File: src/hdl/edc_pkg.sv
`default_nettype none

package edc_pkg;

    // feature map and filter geometry
    localparam int MAP_H     = 4;
    localparam int MAP_W     = 4;
    localparam int PAD       = 1;
    localparam int FH        = 3;
    localparam int FW        = 3;
    localparam int POOL_H    = 2;
    localparam int POOL_W    = 2;
    localparam int FD        = 8;
    localparam int N_PE      = 2;
    localparam int CH_CYCLES = FD / N_PE;

    // padded extents and the flush row below the map
    localparam int PAD_H       = MAP_H + 2 * PAD;
    localparam int PAD_W       = MAP_W + 2 * PAD;
    localparam int SCAN_ROWS   = PAD_H + 1;
    localparam int SLOT_COUNT  = SCAN_ROWS * PAD_W;
    localparam int ALIGN_DELAY = CH_CYCLES;

    localparam int ROW_W   = $clog2(SCAN_ROWS);
    localparam int COL_W   = $clog2(PAD_W);
    localparam int CH_W    = $clog2(CH_CYCLES);
    localparam int UPOOL_W = $clog2(POOL_H * POOL_W);
    localparam int WADDR_W = CH_W;

    localparam logic ST_IDLE = 1'b0;
    localparam logic ST_SCAN = 1'b1;

    typedef struct packed {
        logic             active;
        logic [ROW_W-1:0] row;
        logic [COL_W-1:0] col;
        logic [CH_W-1:0]  ch;
        logic             last_slot;
    } scan_pos_t;

    typedef struct packed {
        logic sub_row;
        logic sub_col;
    } upool_sub_t;

    // flat mux index or row/col quadrant of the unpooled output
    typedef union packed {
        logic [UPOOL_W-1:0] index;
        upool_sub_t         sub;
    } upool_sel_u;

    typedef struct packed {
        logic       result_valid;
        upool_sel_u upool;
    } compute_t;

endpackage

`default_nettype wire
File: src/hdl/edc_ctrl.sv
`timescale 1ns/10ps
`default_nettype none

module edc_ctrl (
    input  logic                        clk,
    input  logic                        rst,
    input  logic                        start,
    output logic                        busy,
    output logic                        frame_done,
    output logic                        fmap_in_shiftreg_en,
    output logic                        pad_mux_sel,
    output logic                        pe_en,
    output logic                        w_rom_en,
    output logic [edc_pkg::WADDR_W-1:0] w_rom_addr,
    output logic [edc_pkg::UPOOL_W-1:0] upool_mux_sel,
    output logic                        data_out_en
);

    edc_pkg::scan_pos_t scan_pos;
    edc_pkg::compute_t  compute;

    // scan -> decode -> align
    edc_scan_counter u_scan (
        .clk        (clk),
        .rst        (rst),
        .start      (start),
        .pos        (scan_pos),
        .busy       (busy),
        .frame_done (frame_done)
    );

    edc_window_decode u_decode (
        .clk                 (clk),
        .rst                 (rst),
        .pos                 (scan_pos),
        .fmap_in_shiftreg_en (fmap_in_shiftreg_en),
        .pad_mux_sel         (pad_mux_sel),
        .pe_en               (pe_en),
        .w_rom_en            (w_rom_en),
        .w_rom_addr          (w_rom_addr),
        .result              (compute)
    );

    edc_output_align u_align (
        .clk           (clk),
        .rst           (rst),
        .result        (compute),
        .data_out_en   (data_out_en),
        .upool_mux_sel (upool_mux_sel)
    );

endmodule

`default_nettype wire

File: src/hdl/edc_output_align.sv
`timescale 1ns/10ps
`default_nettype none

module edc_output_align (
    input  logic                        clk,
    input  logic                        rst,
    input  edc_pkg::compute_t           result,
    output logic                        data_out_en,
    output logic [edc_pkg::UPOOL_W-1:0] upool_mux_sel
);

    // matches the PE pipeline depth
    edc_pkg::compute_t delay_q [edc_pkg::ALIGN_DELAY];

    always_ff @(posedge clk) begin
        if (!rst) begin
            for (int i = 0; i < edc_pkg::ALIGN_DELAY; i++) begin
                delay_q[i] <= '0;
            end
        end else begin
            delay_q[0] <= result;
            for (int i = 1; i < edc_pkg::ALIGN_DELAY; i++) begin
                delay_q[i] <= delay_q[i-1];
            end
        end
    end

    // oldest entry drives the output side
    assign data_out_en   = delay_q[edc_pkg::ALIGN_DELAY-1].result_valid;
    assign upool_mux_sel = delay_q[edc_pkg::ALIGN_DELAY-1].upool.index;

endmodule

`default_nettype wire

File: src/hdl/edc_window_decode.sv
`timescale 1ns/10ps
`default_nettype none

module edc_window_decode (
    input  logic                        clk,
    input  logic                        rst,
    input  edc_pkg::scan_pos_t          pos,
    output logic                        fmap_in_shiftreg_en,
    output logic                        pad_mux_sel,
    output logic                        pe_en,
    output logic                        w_rom_en,
    output logic [edc_pkg::WADDR_W-1:0] w_rom_addr,
    output edc_pkg::compute_t           result
);

    int                  row_i;
    int                  col_i;
    int                  row_off;
    int                  col_off;
    logic                shift_hit;
    logic                border;
    logic                compute_hit;
    logic                result_hit;
    edc_pkg::upool_sel_u upool_next;

    assign row_i = int'(pos.row);
    assign col_i = int'(pos.col);

    // new input pixel enters once per slot outside the flush row
    assign shift_hit = pos.active && pos.ch == '0 && row_i < edc_pkg::PAD_H;

    assign border = row_i < edc_pkg::PAD
                 || row_i >= edc_pkg::MAP_H + edc_pkg::PAD
                 || col_i < edc_pkg::PAD
                 || col_i >= edc_pkg::MAP_W + edc_pkg::PAD;

    // full filter window ends at this pixel
    assign compute_hit = pos.active
                      && row_i >= edc_pkg::FH - 1 && row_i <= edc_pkg::PAD_H - 1
                      && col_i >= edc_pkg::FW - 1 && col_i <= edc_pkg::PAD_W - 1;

    assign result_hit = compute_hit && int'(pos.ch) == edc_pkg::CH_CYCLES - 1;

    assign row_off = row_i - (edc_pkg::FH - 1);
    assign col_off = col_i - (edc_pkg::FW - 1);

    // quadrant within the 2x2 unpool block
    always_comb begin
        upool_next.sub.sub_row = row_off[0];
        upool_next.sub.sub_col = col_off[0];
    end

    always_ff @(posedge clk) begin
        if (!rst) begin
            fmap_in_shiftreg_en <= 1'b0;
            pad_mux_sel         <= 1'b0;
            pe_en               <= 1'b0;
            w_rom_en            <= 1'b0;
            w_rom_addr          <= '0;
            result              <= '0;
        end else begin
            fmap_in_shiftreg_en <= shift_hit;
            pad_mux_sel         <= shift_hit && border;
            pe_en               <= compute_hit;
            w_rom_en            <= compute_hit;
            // one weight group per channel cycle
            w_rom_addr          <= compute_hit ? pos.ch : '0;
            result.result_valid <= result_hit;
            if (result_hit) begin
                result.upool <= upool_next;
            end
        end
    end

endmodule

`default_nettype wire

File: src/hdl/edc_scan_counter.sv
`timescale 1ns/10ps
`default_nettype none

module edc_scan_counter (
    input  logic               clk,
    input  logic               rst,
    input  logic               start,
    output edc_pkg::scan_pos_t pos,
    output logic               busy,
    output logic               frame_done
);

    logic                      state;
    logic [edc_pkg::ROW_W-1:0] row_cnt;
    logic [edc_pkg::COL_W-1:0] col_cnt;
    logic [edc_pkg::CH_W-1:0]  ch_cnt;
    logic                      ch_wrap;
    logic                      col_wrap;
    logic                      at_last_slot;
    logic                      last_cycle;

    assign ch_wrap  = int'(ch_cnt) == edc_pkg::CH_CYCLES - 1;
    assign col_wrap = int'(col_cnt) == edc_pkg::PAD_W - 1;

    // linear slot index of the current pixel
    assign at_last_slot = (int'(row_cnt) * edc_pkg::PAD_W + int'(col_cnt))
                          == edc_pkg::SLOT_COUNT - 1;

    assign busy       = state == edc_pkg::ST_SCAN;
    assign last_cycle = busy && ch_wrap && at_last_slot;

    always_ff @(posedge clk) begin
        if (!rst) begin
            state   <= edc_pkg::ST_IDLE;
            row_cnt <= '0;
            col_cnt <= '0;
            ch_cnt  <= '0;
        end else if (state == edc_pkg::ST_IDLE) begin
            // start is only looked at here
            if (start) begin
                state <= edc_pkg::ST_SCAN;
            end
        end else begin
            if (ch_wrap) begin
                ch_cnt <= '0;
                if (col_wrap) begin
                    col_cnt <= '0;
                    row_cnt <= row_cnt + 1'b1;
                end else begin
                    col_cnt <= col_cnt + 1'b1;
                end
            end else begin
                ch_cnt <= ch_cnt + 1'b1;
            end
            if (last_cycle) begin
                state   <= edc_pkg::ST_IDLE;
                row_cnt <= '0;
            end
        end
    end

    always_comb begin
        pos.active    = busy;
        pos.row       = row_cnt;
        pos.col       = col_cnt;
        pos.ch        = ch_cnt;
        pos.last_slot = last_cycle;
    end

    assign frame_done = pos.last_slot;

endmodule

`default_nettype wire

File: config.mk
export PLATFORM = sky130hd
export DESIGN_NAME = edc_ctrl
export DESIGN_NICKNAME = d
export VERILOG_FILES = /design/src/hdl/edc_pkg.sv /design/src/hdl/edc_ctrl.sv /design/src/hdl/edc_output_align.sv /design/src/hdl/edc_window_decode.sv /design/src/hdl/edc_scan_counter.sv
export SDC_FILE = /design/constraint.sdc
export NUM_CORES = 1
export LEC_CHECK = 0
export BUFFER_PORTS_ARGS = -buffer_cell sky130_fd_sc_hd__buf_2
export CAP_MARGIN = 30
export CORE_ASPECT_RATIO = 1.4
export CORE_UTILIZATION = 60
export CTS_CLUSTER_DIAMETER = 40
export DETAILED_ROUTE_END_ITERATION = 10
export PLACE_DENSITY_LB_ADDON = 0.1
export SLEW_MARGIN = 10
export SYNTH_ARGS = -nofsm -noshare
export SYNTH_HDL_FRONTEND = slang
export SYNTH_HIERARCHICAL = 1
export SYNTH_SLANG_ARGS = --single-unit
File: constraint.sdc
create_clock -name clk -period 5.26 [get_ports clk]
set_input_delay 0.263 -clock clk [delete_from_list [all_inputs] [get_ports clk]]
set_output_delay 0.263 -clock clk [all_outputs]
set_load 0.02 [all_outputs]
# [Yosys cells after proc, flatten, opt, wreduce, memory -nomap -nowiden]
# Memories as Yosys holds them, arrays and structs flattened.
# Index checks and enable logic that the tools add are counted.
[totals] reg_bits=17 ram_bits=12 in_bits=3 out_inout_bits=11 word_cells=67 mem_count=1
[classes] add_sub_neg=6 n_mul=1 magnitude_cmp=9 eq_ne=3 n_mux=14 n_bitwise=4 reduce_logical=19
[mem_list] name="u_align.delay_q" depth=4 word_bits=3 rd=4 rd_ports_with_merged_regs=0 write_ports=4 line_no="edc_output_align.sv:13" rtl="edc_pkg::compute_t delay_q [edc_pkg::ALIGN_DELAY];"
[op_table] operator="$eq 32x7->1 const B" n=1
[op_table] operator="$mux 3" n=8
[op_table] operator="$logic_and 1x1->1" n=10
[op_table] operator="$add 6x3->7" n=1
[op_table] operator="$add 3x1->3 const B" n=2
[op_table] operator="$ge 3x2->1 const B" n=2
[op_table] operator="$ge 3x3->1 const B" n=2
[op_table] operator="$le 3x3->1 const B" n=2
[op_table] operator="$lt 3x1->1 const B" n=2
[op_table] operator="$mul 3x2->5 const B" n=1
[op_table] operator="$mux 1" n=5
[op_table] operator="$or 1x1->1" n=4
[op_table] operator="$reduce_and 2->1" n=2
[op_table] operator="$reduce_bool 2->1" n=2
[op_table] operator="$eq 3x3->1 const B" n=1
[op_table] operator="$logic_or 1x1->1" n=3
[op_table] operator="$lt 3x3->1 const B" n=1
[op_table] operator="$reduce_and 3->1" n=1
[op_table] operator="$add 2x1->2 const B" n=1
[op_table] operator="$eq 2x1->1 const B" n=1
[op_table] operator="$logic_not 2->1" n=1
[op_table] operator="$mux 2" n=1
[op_table] operator="$sub 1x1->1 const B" n=2

# [Longest topological paths before layout]
[depth] word_depth=6 depth_mapped=6 ltp_nobuf=6

# [By module]
# Netlist, hierarchy kept.
[by_module_without_submodules] mod="edc_scan_counter" instances=1 cells_each=65 area_each_um2=619.3 seq_area_each_um2=180.2
[by_module_without_submodules] mod="edc_output_align" instances=1 cells_each=25 area_each_um2=336.6 seq_area_each_um2=240.2
[by_module_without_submodules] mod="edc_window_decode" instances=1 cells_each=30 area_each_um2=315.3 seq_area_each_um2=160.2

# [Worst setup path after synthesis]
# No wires, ideal clock.
[synth_timing] kind="register to output" startpoint="reg u_scan/row_cnt[1] (netlist name)" endpoint="out frame_done" t_arrival_ns=1.983 required_ns=4.997 setup_slack_ns=3.014 stages_incl_launch_ff=5 path_buffers=0 cell_sequence="dfxtp_1 -> ha_1 -> fa_1 -> a2111oi_4 -> and3_1"
[synth_via] elab_chain_len=4
[synth_lines] element="start, declared" line_no="edc_scan_counter.sv:14" rtl="logic [edc_pkg::ROW_W-1:0] row_cnt;"
[synth_lines] element="start signal, assigned" line_no="edc_scan_counter.sv:48" rtl="row_cnt <= row_cnt + 1'b1;"
[synth_lines] element="$mul 3x2->5" line_no="edc_scan_counter.sv:26" rtl="assign at_last_slot = (int'(row_cnt) * edc_pkg::PAD_W + int'(col_cnt))"
[synth_lines] element="$add 6x3->7" line_no="edc_scan_counter.sv:26"
[synth_lines] element="$eq 32x7->1" line_no="edc_scan_counter.sv:27" rtl="== edc_pkg::SLOT_COUNT - 1;"
[synth_lines] element="$logic_and 1x1->1" line_no="edc_scan_counter.sv:30" rtl="assign last_cycle = busy && ch_wrap && at_last_slot;"
[synth_lines] element="end, declared" line_no="edc_ctrl.sv:9" rtl="output logic frame_done,"
# Every way passes these cells.

# [Worst setup path after layout]
# Same ends and word-level chain as after synthesis.

==> flow_summary.yaml <==
clock_tree:
  cts_buffers: 5
  cts_max_path_buffers: 2
  hold_buffers: 0
  tritoncts: "built"
  clk_latency_ns: 0.32
  clkTransAtPathRegs_ns: 0.08
  post-cts-setup-buffers: 0
  cts_resized: 0
  clock_sinks: 29
  cts_root_buf: "clkbuf_4"
  h-tree-depth: 2
cells_and_area:
  stdcell_count: 157
  fin_nets: 146
  fin_area_um2: 1370
  drive_gt1_share_pct: 26.5
  antenna_cells: 0
  final_common_cell: "dfxtp_1"
  area_growth_pct: 8.61
  layout_common_cells: "dfxtp_1, buf_2, nand2_1"
  fillCellCount: 164
global_routing:
  grt_max_degree: 19
  grt_first_pass_wirelength_um: 3530
  track_usage_pct: 23.3
  grt_antenna_before_repair: 0
  grt_overflow: 0
  grt_pass1_vias: 811
place:
  place_inst: 149
  hpwl_um: 1530
  dpl-instance-area_um2: 1320
  gp_routability_congestion: 0.772
  port_buffers: 13
sta:
  worst_pin_slew_ns: 0.423
  report.final.slew_viol_count: 0
  setup_viol: 0
  hold_violations: 0
  skew_ns: 0.00371
  tns_ns: 0
  max_slew_margin_pct: 71.8
  finalCritPeriodShare_pct: 53.5
  rsz0062_at_grt: "no"
  fin_crit_ns: 2.81
  fmax_mhz: 355
run:
  max_cap_violations: 0
synth:
  ys.warnings.count: 6
  syn_nets: 130
  synth_area_um2: 1260
  avgSynthCellArea_um2: 10.6
  netlist_instances: 119
drt:
  via_per_inst: 5.55
  dr.pass1.iters: 4
  wire_per_inst_um: 13.0
  drtIter0Drc: 13
  route.detailed.drc: 0
  via_count: 871
  wl_um: 2040
  final_antenna_net_count: 0
floorplan:
  core_area_um2: 1970
  chipHeight_um: 56.3
  row_count: 19
  dieArea_um2: 2300
  die_w_um: 40.8
  ios: 14
  start_util_pct: 64.0
status:
  status: "finished, final reports clean"
worst_setup_path:
  critical_path.startpoint_type: "register"
  cp-end-kind: "primary output"
  slowest_delay_ns: 0.49
  crit_path_cell_trace: "ha_1, inv_1, fa_1, xnor2_1, a2111oi_4, and3_1, buf_2"
  worstPathArrival_ns: 2.55
  crit_slowest_cell: "dfxtp_1"
  worstSetupPathType: "register to primary output"
  worstPathMaxFanout: 7
  critPathRequiredTime_ns: 5.00
power_and_ir_drop:
  power_density_nw_per_um2: 263
  irDropWorstVdd_mv: 0.172
  power_leakage_uw: 0.000589
min_path:
  min_path_type: "input port to register"
-- flip-flops by register name (all words and copies together), names as in the netlist --
| signal | flops |
|---|---|
| u_decode/w_rom_addr | 2 |
| u_scan/col_cnt | 3 |
| u_scan/ch_cnt | 2 |
| u_decode/w_rom_en | 1 |
| u_decode/result | 3 |
| u_scan/row_cnt | 3 |
| u_decode/pad_mux_sel | 1 |
| u_decode/fmap_in_shiftreg_en | 1 |
| u_scan/busy | 1 |
| u_align/delay_q | 12 |
-- power breakdown --
| group | total [uW] | internal (uW) | leakage, uW | switching, uW |
|---|---|---|---|---|
| sequential | 226 | 222 | 0.000234 | 4.09 |
| combinational | 12.0 | 4.45 | 0.000323 | 7.52 |
| clock | 123 | 50.7 | 0.0000320 | 72.5 |
-- path summary, 6_finish.rpt --
| kind | from | end | slack, ns | depth (start not counted) |
|---|---|---|---|---|
| setup reg to reg | u_scan/row_cnt[1]$_SDFFE_PN0P_ | u_scan/row_cnt[0]$_SDFFE_PN0P_ | 3.03 | 5 |
| setup / recovery | u_scan/row_cnt[1]$_SDFFE_PN0P_ | frame_done | 2.45 | 7 |
| hold reg to reg | u_align/delay_q[0][0]$_SDFF_PN0_ | u_align/delay_q[1][0]$_SDFF_PN0_ | 0.44 | 1 |
| hold / removal | start | u_scan/busy$_SDFF_PN0_ | 0.20 | 3 |
-- final cells by class --
type	instances	area (um^2)	area share, %
timing repair buffer	13	65.1	4.74
tap	21	26.3	1.91
clock buffer	6	41.3	3.01
inverter	8	30.0	2.19
sequential	29	581	42.3
multi-input combinational	78	619	45.1
clock inverter	2	10.0	0.729
-- worst max-delay path: cells and delay by family, from the launching register on --
family,cells,cell delay (ns)
compound gates,1,0.44
xor+xnor,1,0.18
fa+ha+maj,2,0.67
buf+inv,2,0.22
flops,1,0.49
simple gates,1,0.22
-- per-stage QoR --
stage | worst slack, ns | hold slack [ns] | total power (uW) | utilization [%]
2_1_floorplan | 3.03 | 0.399 | 240 | -
3_3_place_gp | 2.91 | 0.415 | 243 | 67.0
3_5_place_dp | 2.83 | 0.424 | 243 | 67.0
4_1_cts | 2.44 | 0.190 | 367 | 69.6
5_1_grt | 2.33 | 0.252 | 379 | 69.6
6_report | 2.45 | 0.204 | 361 | 69.6
-- metal layers --
layer | vias up | wire length [um] | global-route usage (%)
met5 | - | 0 | 0
met4 | 0 | 64 | 14.3
met3 | 8 | 72 | 8.30
met2 | 17 | 1060 | 36.6
met1 | 413 | 843 | 24.4
li1 | 433 | - | -
Note: power is estimated with default switching activity, not from simulation.
